## src/rtl/ctrlPkg.sv

```systemverilog
package ctrlPkg;

  // Primary opcode field, bits 31:26
  typedef enum logic [5:0] {
    OP_RTYPE  = 6'b000000,
    OP_REGIMM = 6'b000001,
    OP_J      = 6'b000010,
    OP_JAL    = 6'b000011,
    OP_BEQ    = 6'b000100,
    OP_BNE    = 6'b000101,
    OP_BLEZ   = 6'b000110,
    OP_BGTZ   = 6'b000111,
    OP_ADDIU  = 6'b001001,
    OP_SLTI   = 6'b001010,
    OP_ANDI   = 6'b001100,
    OP_ORI    = 6'b001101,
    OP_XORI   = 6'b001110,
    OP_LUI    = 6'b001111,
    OP_LB     = 6'b100000,
    OP_LH     = 6'b100001,
    OP_LW     = 6'b100011,
    OP_LBU    = 6'b100100,
    OP_LHU    = 6'b100101,
    OP_SW     = 6'b101011
  } opcode_t;

  // R-type function field, bits 5:0
  typedef enum logic [5:0] {
    FN_JR   = 6'b001000,
    FN_ADDU = 6'b100001,
    FN_AND  = 6'b100100,
    FN_OR   = 6'b100101
  } funct_t;

  // REGIMM branch group, selected by the rt field
  typedef enum logic [4:0] {
    RI_BLTZ = 5'b00000,
    RI_BGEZ = 5'b00001
  } regimm_t;

  typedef enum logic [2:0] {
    FETCH  = 3'b000,
    DECODE = 3'b001,
    EXEC1  = 3'b010,
    EXEC2  = 3'b011,
    EXEC3  = 3'b100,
    HALTED = 3'b101,
    STALL  = 3'b110
  } cpuState_t;

  typedef struct packed {
    opcode_t    opcode;
    logic [4:0] rs;
    logic [4:0] rt;
    logic [4:0] rd;
    logic [4:0] shamt;
    funct_t     funct;
  } rFormat_t;

  typedef struct packed {
    opcode_t     opcode;
    logic [4:0]  rs;
    logic [4:0]  rt;
    logic [15:0] imm;
  } iFormat_t;

  typedef struct packed {
    opcode_t     opcode;
    logic [25:0] target;
  } jFormat_t;

  // One instruction word, three ways to read it
  typedef union packed {
    rFormat_t rFields;
    iFormat_t iFields;
    jFormat_t jFields;
  } instrWord_t;

  typedef enum logic [1:0] {
    SRCB_REG     = 2'b00,
    SRCB_FOUR    = 2'b01,
    SRCB_IMM     = 2'b10,
    SRCB_SHIFTED = 2'b11
  } aluSrcB_t;

  // Operation codes as the datapath ALU expects them
  typedef enum logic [4:0] {
    ALU_AND     = 5'b00000,
    ALU_OR      = 5'b00001,
    ALU_ADD     = 5'b00010,
    ALU_XOR     = 5'b00011,
    ALU_SLT     = 5'b00111,
    ALU_CMPEQ   = 5'b01010,
    ALU_SIGN    = 5'b01100,
    ALU_PASSA   = 5'b01110,
    ALU_REGOP   = 5'b01111,
    ALU_JUMPTGT = 5'b10001,
    ALU_LUI     = 5'b10100
  } aluOp_t;

  // Load data extension after the byte lanes are picked
  typedef enum logic [1:0] {
    EXT_ZERO     = 2'b00,
    EXT_SIGNBYTE = 2'b10,
    EXT_SIGNHALF = 2'b11
  } extendMode_t;

  typedef enum logic [2:0] {
    BR_NONE = 3'd0,
    BR_JUMP = 3'd1,
    BR_EQ   = 3'd2,
    BR_NE   = 3'd3,
    BR_GTZ  = 3'd4,
    BR_LEZ  = 3'd5,
    BR_LTZ  = 3'd6,
    BR_GEZ  = 3'd7
  } branchKind_t;

  typedef struct packed {
    logic     extSel;
    logic     aluSrcA;
    aluSrcB_t aluSrcB;
    aluOp_t   aluOp;
    logic     aluSel;
    logic     regWrite;
    logic     memToReg;
    logic     regDst;
    logic     pcWrite;
    logic     irWrite;
    logic     pcSrc;
    logic     isJump;
    logic     link;
  } ctrlWord_t;

  typedef struct packed {
    logic        read;
    logic        write;
    logic        iOrD;
    logic [3:0]  byteEnable;
    extendMode_t extendMode;
  } memCtrl_t;

  localparam logic [3:0] BE_WORD = 4'b1111;
  localparam logic [3:0] BE_HALF = 4'b0011;
  localparam logic [3:0] BE_BYTE = 4'b0001;

endpackage

```

## src/rtl/branchUnit.sv

```systemverilog
module branchUnit
  import ctrlPkg::*;
(
  input  logic        clk,
  input  logic        arstN,
  input  logic        lastStep,
  input  branchKind_t branchKind,
  input  logic        outLsb,
  input  logic        lessThan,
  output logic        branchDelay
);

  logic taken;

  // outLsb carries the compare or sign-test result of EXEC1
  always_comb begin
    case (branchKind)
      BR_JUMP: taken = 1'b1;
      BR_EQ:   taken = outLsb;
      BR_NE:   taken = !outLsb;
      BR_GTZ:  taken = !outLsb;
      BR_LEZ:  taken = outLsb;
      BR_LTZ:  taken = lessThan;
      BR_GEZ:  taken = !lessThan;
      default: taken = 1'b0;
    endcase
  end

  // Loaded at the end of every instruction, so a plain one clears it
  always_ff @(posedge clk or negedge arstN) begin
    if (!arstN) begin
      branchDelay <= 1'b0;
    end else if (lastStep) begin
      branchDelay <= taken;
    end
  end

endmodule

```

## src/rtl/controlUnit.sv

```systemverilog
module controlUnit
  import ctrlPkg::*;
(
  input  logic       clk,
  input  logic       arstN,
  input  logic       start,
  input  logic       pcIsZero,
  input  logic       waitRequest,
  input  logic       aluStall,
  input  logic       outLsb,
  input  logic       lessThan,
  input  instrWord_t instr,
  output ctrlWord_t  ctrl,
  output memCtrl_t   mem,
  output cpuState_t  cpuState,
  output logic       active,
  output logic       branchDelay
);

  logic        lastStep;
  branchKind_t branchKind;

  stateSequencer uSequencer (
    .clk        (clk),
    .arstN      (arstN),
    .start      (start),
    .pcIsZero   (pcIsZero),
    .waitRequest(waitRequest),
    .aluStall   (aluStall),
    .lastStep   (lastStep),
    .cpuState   (cpuState)
  );

  instrDecoder uDecoder (
    .instr      (instr),
    .cpuState   (cpuState),
    .branchDelay(branchDelay),
    .ctrl       (ctrl),
    .mem        (mem),
    .lastStep   (lastStep),
    .branchKind (branchKind)
  );

  // Taken flag steers the next fetch through pcSrc
  branchUnit uBranch (
    .clk        (clk),
    .arstN      (arstN),
    .lastStep   (lastStep),
    .branchKind (branchKind),
    .outLsb     (outLsb),
    .lessThan   (lessThan),
    .branchDelay(branchDelay)
  );

  assign active = (cpuState != HALTED);

endmodule

```

## src/rtl/instrDecoder.sv

```systemverilog
module instrDecoder
  import ctrlPkg::*;
(
  input  instrWord_t  instr,
  input  cpuState_t   cpuState,
  input  logic        branchDelay,
  output ctrlWord_t   ctrl,
  output memCtrl_t    mem,
  output logic        lastStep,
  output branchKind_t branchKind
);

  opcode_t     opcode;
  funct_t      funct;
  regimm_t     regimmCode;

  // Instruction class flags
  logic        isLoad;
  logic        isStore;
  logic        isAluR;
  logic        isJr;
  logic        isImmAlu;
  logic        isBranch;
  logic        isJ;
  logic        isJal;

  aluOp_t      immOp;
  logic        immExt;
  logic [3:0]  loadBe;
  extendMode_t loadExt;
  branchKind_t condKind;
  logic [1:0]  numSteps;

  assign opcode     = instr.iFields.opcode;
  assign funct      = instr.rFields.funct;
  assign regimmCode = regimm_t'(instr.iFields.rt);

  always_comb begin
    isLoad   = 1'b0;
    isStore  = 1'b0;
    isAluR   = 1'b0;
    isJr     = 1'b0;
    isImmAlu = 1'b0;
    isBranch = 1'b0;
    isJ      = 1'b0;
    isJal    = 1'b0;
    immOp    = ALU_ADD;
    immExt   = 1'b0;
    loadBe   = BE_WORD;
    loadExt  = EXT_ZERO;
    condKind = BR_NONE;
    case (opcode)
      OP_RTYPE: begin
        isAluR = funct inside {FN_ADDU, FN_AND, FN_OR};
        isJr   = (funct == FN_JR);
      end
      OP_LW: isLoad = 1'b1;
      OP_LH: begin
        isLoad  = 1'b1;
        loadBe  = BE_HALF;
        loadExt = EXT_SIGNHALF;
      end
      OP_LHU: begin
        isLoad = 1'b1;
        loadBe = BE_HALF;
      end
      OP_LB: begin
        isLoad  = 1'b1;
        loadBe  = BE_BYTE;
        loadExt = EXT_SIGNBYTE;
      end
      OP_LBU: begin
        isLoad = 1'b1;
        loadBe = BE_BYTE;
      end
      OP_SW: isStore = 1'b1;
      OP_ADDIU: isImmAlu = 1'b1;
      OP_SLTI: begin
        isImmAlu = 1'b1;
        immOp    = ALU_SLT;
      end
      // Logical immediates are zero extended
      OP_ANDI: begin
        isImmAlu = 1'b1;
        immOp    = ALU_AND;
        immExt   = 1'b1;
      end
      OP_ORI: begin
        isImmAlu = 1'b1;
        immOp    = ALU_OR;
        immExt   = 1'b1;
      end
      OP_XORI: begin
        isImmAlu = 1'b1;
        immOp    = ALU_XOR;
        immExt   = 1'b1;
      end
      OP_LUI: begin
        isImmAlu = 1'b1;
        immOp    = ALU_LUI;
      end
      OP_BEQ: begin
        isBranch = 1'b1;
        condKind = BR_EQ;
      end
      OP_BNE: begin
        isBranch = 1'b1;
        condKind = BR_NE;
      end
      OP_BGTZ: begin
        isBranch = 1'b1;
        condKind = BR_GTZ;
      end
      OP_BLEZ: begin
        isBranch = 1'b1;
        condKind = BR_LEZ;
      end
      OP_REGIMM: begin
        isBranch = regimmCode inside {RI_BLTZ, RI_BGEZ};
        condKind = (regimmCode == RI_BGEZ) ? BR_GEZ : BR_LTZ;
      end
      OP_J: isJ = 1'b1;
      OP_JAL: isJal = 1'b1;
      default: ;
    endcase
  end

  // Unknown encodings finish after one step as a no-op
  always_comb begin
    if (isLoad) begin
      numSteps = 2'd3;
    end else if (isAluR || isImmAlu || isStore || isJal) begin
      numSteps = 2'd2;
    end else begin
      numSteps = 2'd1;
    end
  end

  always_comb begin
    case (cpuState)
      EXEC1:   lastStep = (numSteps == 2'd1);
      EXEC2:   lastStep = (numSteps == 2'd2);
      EXEC3:   lastStep = 1'b1;
      default: lastStep = 1'b0;
    endcase
  end

  always_comb begin
    ctrl       = '0;
    mem        = '0;
    branchKind = BR_NONE;
    case (cpuState)
      HALTED: mem.byteEnable = BE_WORD;
      FETCH: begin
        mem.read       = 1'b1;
        mem.byteEnable = BE_WORD;
        ctrl.pcWrite   = 1'b1;
        if (branchDelay) begin
          ctrl.pcSrc = 1'b1;
        end else begin
          // PC + 4
          ctrl.aluSrcB = SRCB_FOUR;
          ctrl.aluOp   = ALU_ADD;
        end
      end
      STALL: begin
        mem.read       = 1'b1;
        mem.byteEnable = BE_WORD;
      end
      DECODE: begin
        ctrl.irWrite = 1'b1;
        // Precompute the branch target while registers are read
        ctrl.aluSrcB = SRCB_SHIFTED;
        ctrl.aluOp   = ALU_ADD;
      end
      EXEC1: begin
        if (isLoad || isStore) begin
          ctrl.aluSrcA = 1'b1;
          ctrl.aluSrcB = SRCB_IMM;
          ctrl.aluOp   = ALU_ADD;
        end else if (isImmAlu) begin
          ctrl.aluSrcA = 1'b1;
          ctrl.aluSrcB = SRCB_IMM;
          ctrl.aluOp   = immOp;
          ctrl.extSel  = immExt;
        end else if (isAluR) begin
          ctrl.aluSrcA = 1'b1;
          ctrl.aluSrcB = SRCB_REG;
          ctrl.aluOp   = ALU_REGOP;
        end else if (isJr) begin
          ctrl.aluSrcA = 1'b1;
          ctrl.aluOp   = ALU_PASSA;
          branchKind   = BR_JUMP;
        end else if (isBranch) begin
          ctrl.aluSrcA = 1'b1;
          ctrl.aluSel  = 1'b1;
          case (condKind)
            BR_EQ, BR_NE: ctrl.aluOp = ALU_CMPEQ;
            BR_GTZ:       ctrl.aluOp = ALU_SLT;
            default:      ctrl.aluOp = ALU_SIGN;
          endcase
          branchKind = condKind;
        end else if (isJ) begin
          ctrl.extSel  = 1'b1;
          ctrl.aluSrcB = SRCB_SHIFTED;
          ctrl.aluOp   = ALU_JUMPTGT;
          ctrl.isJump  = 1'b1;
          branchKind   = BR_JUMP;
        end else if (isJal) begin
          // Return address PC + 4 goes to r31
          ctrl.aluSrcB  = SRCB_FOUR;
          ctrl.aluOp    = ALU_ADD;
          ctrl.regWrite = 1'b1;
          ctrl.memToReg = 1'b1;
          ctrl.link     = 1'b1;
        end
      end
      EXEC2: begin
        if (isLoad) begin
          mem.read       = 1'b1;
          mem.iOrD       = 1'b1;
          mem.byteEnable = loadBe;
          mem.extendMode = loadExt;
          ctrl.aluSel    = 1'b1;
        end else if (isStore) begin
          mem.write      = 1'b1;
          mem.iOrD       = 1'b1;
          mem.byteEnable = BE_WORD;
        end else if (isAluR || isImmAlu) begin
          ctrl.aluSel   = 1'b1;
          ctrl.regDst   = isAluR;
          ctrl.memToReg = 1'b1;
          ctrl.regWrite = 1'b1;
        end else if (isJal) begin
          ctrl.extSel  = 1'b1;
          ctrl.aluSrcB = SRCB_SHIFTED;
          ctrl.aluOp   = ALU_JUMPTGT;
          ctrl.isJump  = 1'b1;
          branchKind   = BR_JUMP;
        end
      end
      EXEC3: begin
        if (isLoad) begin
          mem.extendMode = loadExt;
          ctrl.regWrite  = 1'b1;
        end
      end
      default: ;
    endcase
  end

endmodule

```

## src/rtl/stateSequencer.sv

```systemverilog
module stateSequencer
  import ctrlPkg::*;
(
  input  logic      clk,
  input  logic      arstN,
  input  logic      start,
  input  logic      pcIsZero,
  input  logic      waitRequest,
  input  logic      aluStall,
  input  logic      lastStep,
  output cpuState_t cpuState
);

  cpuState_t nextState;

  always_ff @(posedge clk or negedge arstN) begin
    if (!arstN) begin
      cpuState <= HALTED;
    end else begin
      cpuState <= nextState;
    end
  end

  always_comb begin
    nextState = cpuState;
    // A zero PC stops the core from any running state
    if (pcIsZero && cpuState != HALTED) begin
      nextState = HALTED;
    end else begin
      case (cpuState)
        HALTED: begin
          if (start) begin
            nextState = FETCH;
          end
        end
        FETCH, STALL: begin
          // Wait here until the instruction read completes
          if (waitRequest) begin
            nextState = STALL;
          end else begin
            nextState = DECODE;
          end
        end
        DECODE: begin
          nextState = EXEC1;
        end
        EXEC1: begin
          if (aluStall) begin
            nextState = EXEC1;
          end else if (lastStep) begin
            nextState = FETCH;
          end else begin
            nextState = EXEC2;
          end
        end
        EXEC2: begin
          // Data access back-pressure
          if (waitRequest) begin
            nextState = EXEC2;
          end else if (lastStep) begin
            nextState = FETCH;
          end else begin
            nextState = EXEC3;
          end
        end
        EXEC3: begin
          nextState = FETCH;
        end
        default: begin
          nextState = HALTED;
        end
      endcase
    end
  end

endmodule

```

## config.mk

```make
export PLATFORM = sky130hd
export DESIGN_NAME = controlUnit
export DESIGN_NICKNAME = d
export VERILOG_FILES = /design/src/rtl/ctrlPkg.sv /design/src/rtl/branchUnit.sv /design/src/rtl/controlUnit.sv /design/src/rtl/instrDecoder.sv /design/src/rtl/stateSequencer.sv
export SDC_FILE = /design/constraint.sdc
export NUM_CORES = 1
export LEC_CHECK = 0
export BUFFER_PORTS_ARGS = -buffer_cell sky130_fd_sc_hd__clkbuf_2
export CAP_MARGIN = 30
export CORE_ASPECT_RATIO = 1.75
export CORE_MARGIN = 3
export CORE_UTILIZATION = 35
export DETAILED_ROUTE_END_ITERATION = 16
export PLACE_DENSITY = 0.7
export SLEW_MARGIN = 20
export SYNTH_ARGS = -nofsm -noshare
export SYNTH_HDL_FRONTEND = slang
export SYNTH_HIERARCHICAL = 1
export SYNTH_SLANG_ARGS = --single-unit
```

## constraint.sdc

```tcl
create_clock -name clk -period 2.9 [get_ports clk]
set_input_delay 0.58 -clock clk [delete_from_list [all_inputs] [get_ports clk]]
set_output_delay 0.58 -clock clk [all_outputs]
set_load 0.02 [all_outputs]
```

==> qor.yml, run 1 <==
crit_buf_inv: 2
drive_gt1_share_pct: 44.26
relSlewSlack_pct: 69.71
worstSetupEndpointType: "primary output"
synth_cell_types: 59
hold_buffers: 0
dieArea_um2: 4163
rsz0062_at_grt: "no"
grt_antenna_before_repair: 0
power_w: 0.001024
peakVddDrop_v: 0.0005632
grt_max_degree: 25
fin_crit_ps: 2822
worst_slew_pin_slew_ps: 452.3
cp_data_required_time_ps: 2320
drt-vias-per-instance: 5.561
diodes: 0
ys_async_sr_fraction_pct: 100.0
seqPwrFrac_pct: 10.9
dpl.hpwl_um: 3065
cts_tree: "built"
synth_area_leaders: "buf_6 (5.7%), a21oi_1 (5.0%), nor2_1 (5.0%)"
synth-edff-count: 0
slew_violations: 0
ys_seq_area_share_pct: 8.623
cpMaxStageDelayCell: "or3_4"
synth.avg_cell_area_um2: 6.999
clockBufferDepth: 2
via_count: 1546
clk_root_buffer_cell: "clkbuf_8"
fmax_mhz: 354.3
dpl_cell_area_um2: 1555
post-route-drc-count: 0
dr.first_iter.drc_count: 52
place_ws_ps: 109.3
wirelength_um: 3830
cp_top_family: "simple AND/OR/NAND/NOR gates"
cts.sinks: 4
ys_ff_latch: 4
internal-power_w: 0.0004726
detail_route.wl_per_cell_um: 13.78
syn2layout_area_growth_pct: 35.33
leakagePower_nw: 0.7710
grt_pass1_vias: 1518
p_sw_share_pct: 53.83
numCtsBuffers: 3
synthMuxAreaShare_pct: 0.8412
start_util_pct: 37.08
place_congestion: 0.8962
p_per_area_nw_per_um2: 635.6
synth_top_family_by_area: "simple AND/OR/NAND/NOR gates"
dr.pass1.iters: 4
p_sw_w: 0.0005509
h-tree-depth: 1
port_buffers: 56
maxCapViolCount: 0
synthAdderAreaFrac_pct: 0
fin_setup_tns_ps: 0
fillers: 333
final_common_cell: "clkbuf_2"
synth_area_um2: 1190
gr-total-overflow: 0
arrival_ps: 2240
ios: 72
clock_latency_ps: 220
setup_ws_ps: 77.76
synth-compound-area-share_pct: 33.96
postRouteAntennaNets: 0
cts_setup_buffers: 0
ys.flop_type: "dfstp_2"
dieWidth_um: 50.08
track_usage_pct: 18.99
cp-start-kind: "input pin"
final_util_pct: 50.18
rows: 27
synth_top_area_cell: "buf_6"
crit_top_cell: "clkbuf_2"
finalClockSkew_ps: 3.019
power_frac_comb_pct: 76.4
p_clk_share_pct: 12.7
timing.final.crit_share_pct: 97.32
core-area_um2: 3209
crit_type: "in2out"
path_cells: "clkbuf_2 > or2_2 > or3_4 > a21oi_1 > nor3b_1 > a31oi_1 > clkbuf_2"
ys_warn_count: 6
syn-num-nets: 210
synth_xor_area_share_pct: 2.944
cp_slowest_stage_delay_ps: 440
hp-class: "in2async"
hold_viol_final: 0
yosys.area_share.simple_pct: 42.06
crit_path_max_fanout: 5
status: "complete, no violations"
final_cell_mix: "clkbuf_2 (56), buf_4 (18), nor2_1 (16)"
finalSetupViolations: 0
syn_inst: 170
synth_top_area_share_pct: 5.678
fin_area_um2: 1610
dieHeight_um: 83.13
grt_pass1_wl_um: 6499
final_nets: 276
clk_pin_slew_ps: 30
-- cell type report --
class	count	area, um2	share of cell area (%)
clock buffers	4	45.04	2.797
inverters	9	33.78	2.098
multi-input cells	144	959.7	59.60
flip-flops and latches	4	102.6	6.371
well taps	43	53.80	3.341
repair buffers	74	415.4	25.80
-- layer usage --
layer | GRT usage, % | vias up | wire length [um]
met5 | 0 | - | 0
met3 | 1.616 | 7 | 213
met4 | 9.824 | 0 | 63
met2 | 34.29 | 50 | 2124
li1 | - | 768 | -
met1 | 20.98 | 721 | 1429
-- cell usage after synthesis, types with 3 or more instances --
cell type  instances
a21o_1             6
inv_1              8
a211oi_1           3
clkbuf_1           3
nand2_1           14
nor3b_2            3
nor3_1             6
o31ai_1            3
nand3_1            7
a21oi_1           12
nor2_1            16
o21ai_0            7
or4_1              3
o31a_1             3
xnor2_1            3
nand3b_1           3
a31oi_1            4
buf_6              6
and2_1             3
-- metrics by stage --
| stage | cells | hold WS, ps |
|---|---|---|
| 3_5_place_dp | 274 | 387.9 |
| 3_3_place_gp | 274 | 387.1 |
| 2_1_floorplan | 170 | 284.4 |
| 4_1_cts | 278 | 153.6 |
| 5_1_grt | 278 | 153.8 |
| 6_report | 278 | 155.2 |
-- worst paths after layout --
path                       cells after the start  slack (ps)                endpoint                   start
max                                            7          80                ctrl[10]               instr[27]
min                                            1         160  uSequencer/cpuState[1]                   arstN
max reg2reg                                    8         540     uBranch/branchDelay  uSequencer/cpuState[0]
min reg2reg                                    2         610     uBranch/branchDelay     uBranch/branchDelay
max in group asynchronous                      1        2540  uSequencer/cpuState[0]                   arstN
min in group clk                               2         610     uBranch/branchDelay     uBranch/branchDelay
-- power by group through the flow --
stage | combinational (W) | clock (W) | sequential (W)
finish | 0.000782 | 0.000130 | 0.000112
global route | 0.000854 | 0.000139 | 0.000116
CTS | 0.000784 | 0.000132 | 0.000113
detailed placement | 0.000782 | 0 | 0.000113
global placement | 0.000778 | 0 | 0.000111
floorplan | 0.000526 | 0 | 0.000169
-- kinds of logic after synthesis --
logic type,Yosys count
xor+xnor,4
buf+inv,22
compound gates,56
simple gates,83
flops,4
mux,1
-- timing repair --
item	4_1_cts	5_1_grt
gates resized for setup	0	2
setup endpoints to repair	0	3
hold endpoints to repair	0	0
-- worst register-to-register path, delay by kind of cell (launching register included) --
| family | cells | cell delay, ps |
|---|---|---|
| AOI/OAI and AO/OA | 2 | 580 |
| DFF | 1 | 360 |
| muxes | 1 | 90 |
| and+or+nand+nor | 5 | 1250 |
-- sequential cells by signal, indices dropped and copies added, names as in the netlist --
name,flops
uBranch/branchDelay,1
uSequencer/cpuState,3
Note: power is estimated with default switching activity, not from simulation.
==> run 2: changes to the inputs <==
- ABC_AREA: not set -> 1
- CTS_BUF_LIST: not set -> sky130_fd_sc_hd__clkbuf_4 sky130_fd_sc_hd__clkbuf_8 sky130_fd_sc_hd__clkbuf_16
==> run 2 against run 1 <==
  * Count of clock-buffer cells in the layout down 1
  * Critical path depth unchanged
  * Sequential share of layout area increased by 0.23 points
  * Global-route usage increased by 0.69 points
  * Register-to-register slack better by 210 ps
  * Synthesized cell count is 36% higher
  * Maximum frequency increased by 11%
  * Setup slack improved by 270 ps
  * Final cell count is 20% higher
  * Largest power group unchanged
==> qor.yml, run 2 <==
status: "complete, no violations"  # unchanged
syn_inst: 231  # was 170
dieArea_um2: 4123  # was 4163 um2
timing.final.crit_share_pct: 87.90  # was 97.32%
fillers: 394  # was 333
grt_pass1_vias: 1606  # was 1518
clk_root_buffer_cell: "clkbuf_8"  # unchanged
fmax_mhz: 392.3  # was 354.3 MHz
largest_register: "uSequencer/cpuState"  # unchanged
via_count: 1612  # was 1546
detail_route.wl_per_cell_um: 10.89  # was 13.78 um
placed_cells: 330  # was 274
postRouteAntennaNets: 0  # unchanged
ys.flop_type: "dfstp_2"  # unchanged
hp-class: "in2async"  # unchanged
syn2layout_area_growth_pct: 32.09  # was 35.33%
dieHeight_um: 82.73  # was 83.13 um
rows: 27  # unchanged
worst_slew_pin_slew_ps: 425.9  # was 452.3 ps
drive_gt1_share_pct: 33.10  # was 44.26%
hold_viol_final: 0  # unchanged
cp-start-kind: "flip-flop"  # was input pin
grt_pass1_wl_um: 6437  # was 6499 um
dr.pass1.iters: 4  # unchanged
grt_max_degree: 14  # was 25
synth_top_area_share_pct: 18.49  # was 5.678%
port_buffers: 56  # unchanged
power_w: 0.001025  # was 0.001024 W
reg2reg_slack_ps: 750  # was 540 ps
largest_register_ffs: 3  # unchanged
synth.avg_cell_area_um2: 5.097  # was 6.999 um2
clk_pin_slew_ps: 30  # about the same
track_usage_pct: 19.68  # was 18.99%
cts_setup_buffers: 0  # unchanged
post-route-drc-count: 0  # unchanged
fin_area_um2: 1555  # was 1610 um2
start_util_pct: 37.08  # about the same
crit_type: "reg2out"  # was in2out
clockBufferDepth: 2  # unchanged
synth_cell_types: 28  # was 59
leakagePower_nw: 0.9187  # was 0.7710 nW
ys_ff_latch: 4  # unchanged
final_common_cell: "nand2_1"  # was clkbuf_2
synth_area_leaders: "nand2_1 (18%), nor2_1 (13%), inv_1 (11%)"  # was buf_6 (5.7%), a21oi_1 (5.0%), nor2_1 (5.0%)
place_congestion: 0.8971  # was 0.8962
dr.first_iter.drc_count: 30  # was 52
cts_resized: 0  # unchanged
final_cell_mix: "nand2_1 (58), clkbuf_2 (56), nor2_1 (41)"  # was clkbuf_2 (56), buf_4 (18), nor2_1 (16)
ys_async_sr_fraction_pct: 100.0  # unchanged
dieWidth_um: 49.85  # was 50.08 um
final-seq-area_um2: 102.6  # unchanged
peakVddDrop_v: 0.0003515  # was 0.0005632 V
hold_buffers: 0  # unchanged
dpl.hpwl_um: 3150  # was 3065 um
rsz0062_at_grt: "no"  # unchanged
cp_data_required_time_ps: 2320  # about the same
worstSetupEndpointType: "primary output"  # unchanged
synth_top_area_cell: "nand2_1"  # was buf_6
regToRegStartpoint: "uSequencer/cpuState[1]"  # was uSequencer/cpuState[0]
finalNonFillerCells: 333  # was 278
finalSetupViolations: 0  # unchanged
core-area_um2: 3176  # was 3209 um2
wirelength_um: 3627  # was 3830 um
synth-edff-count: 0  # unchanged
cts.sinks: 4  # unchanged
p_per_area_nw_per_um2: 659.0  # was 635.6 nW/um2
drt-vias-per-instance: 4.841  # was 5.561
finalClockSkew_ps: 4.267  # was 3.019 ps
fin_crit_ps: 2549  # was 2822 ps
numCtsBuffers: 3  # unchanged
r2r_cells: 11  # was 8
relSlewSlack_pct: 71.39  # was 69.71%
cts_tree: "built"  # unchanged
synth_most_common_cell: "nand2_1"  # was nor2_1
maxCapViolCount: 0  # unchanged
regToRegEndpoint: "uBranch/branchDelay"  # unchanged
gr-total-overflow: 0  # unchanged
crit_path_max_fanout: 9  # was 5
dpl_cell_area_um2: 1514  # was 1555 um2
diodes: 0  # unchanged
reg.largest.list: "uSequencer/cpuState x3, uBranch/branchDelay x1"  # unchanged
fin_setup_tns_ps: 0  # unchanged
synth_top_cells_by_count: "nand2_1 (58), nor2_1 (41), inv_1 (35), nand3_1 (24), inv_2 (9)"  # was nor2_1 (16), nand2_1 (14), a21oi_1 (12), inv_1 (8)
h-tree-depth: 1  # unchanged
synth_area_um2: 1177  # was 1190 um2
grt_antenna_before_repair: 0  # unchanged
final_nets: 332  # was 276
slew_violations: 0  # unchanged
ios: 72  # unchanged
ys_warn_count: 6  # unchanged
ys_seq_area_share_pct: 8.714  # was 8.623%
syn-num-nets: 271  # was 210
clock_latency_ps: 220  # about the same
arrival_ps: 1970  # was 2240 ps
multi_input_area_um2: 897.1  # was 959.7 um2
-- run 2: cell count changes in the layout (fill, tap and decap cells not counted), moves of 5 or more --
cell,previous run,this run
nand3_1,7,24
nor2_2,2,7
nand2_1,14,58
buf_4,18,2
a21o_1,6,0
nor2_1,16,41
a21oi_1,12,5
nand2_2,0,7
inv_1,8,35
inv_2,1,9
-- run 2: metrics by stage --
step	hold WS, ps	utilization, %	setup WS, ps
after global placement	388.8	47.68	479.5
final	156.5	48.98	351.0
after floorplan	284.4	-	491.5
after CTS	152.9	48.98	354.3
after global routing	152.7	48.98	124.7
after detailed placement	388.9	47.68	458.2
-- run 2: area by class of cell --
| class | instances | share of cell area [%] |
|---|---|---|
| Multi-Input combinational cell | 181 | 57.68 |
| Timing Repair Buffer | 58 | 18.99 |
| Inverter | 44 | 10.62 |
| Sequential cell | 4 | 6.597 |
| Tap cell | 43 | 3.459 |
| Clock buffer | 3 | 2.655 |
-- run 2: critical path: stages (launching register included) --
cell and delay, ps:
dfrtp_1 500, inv_1 90, nor2_1 90, inv_1 80, nor2_1 300, inv_1 150
nor4_1 310, clkbuf_2 220
-- run 2: kinds of logic (layout without fill, tap and decap cells) --
kind of cell	count (synthesis)	count (layout)	synth area share [%]
simple gates	159	159	64.40
compound gates	22	22	11.80
flops	4	4	8.714
buf+inv	46	105	15.09
-- run 2: layer usage --
metal	GRT usage, %	up-vias	share of wire (%)
met5	0	-	0
met4	9.695	0	2.9
met2	39.79	55	55
li1	-	856	-
met1	19.27	690	36
met3	2.154	11	5.5
-- run 2: worst max-delay path by stage --
stage / slack (ps) / start / to
finish: 350 / uSequencer/cpuState[1] / ctrl[0]
floorplan: 490 / uSequencer/cpuState[0] / mem[0]
global placement: 480 / instr[29] / ctrl[11]
detailed placement: 460 / instr[30] / mem[3]
CTS: 350 / uSequencer/cpuState[1] / ctrl[0]
global route: 120 / uSequencer/cpuState[1] / ctrl[0]
-- run 2: where the power goes --
part | internal (W) | leakage, nW | switching (W)
logic | 0.000237 | 0.851 | 0.000502
registers | 0.0000962 | 0.0465 | 0.0000707
clock network | 0.0000887 | 0.0216 | 0.0000311
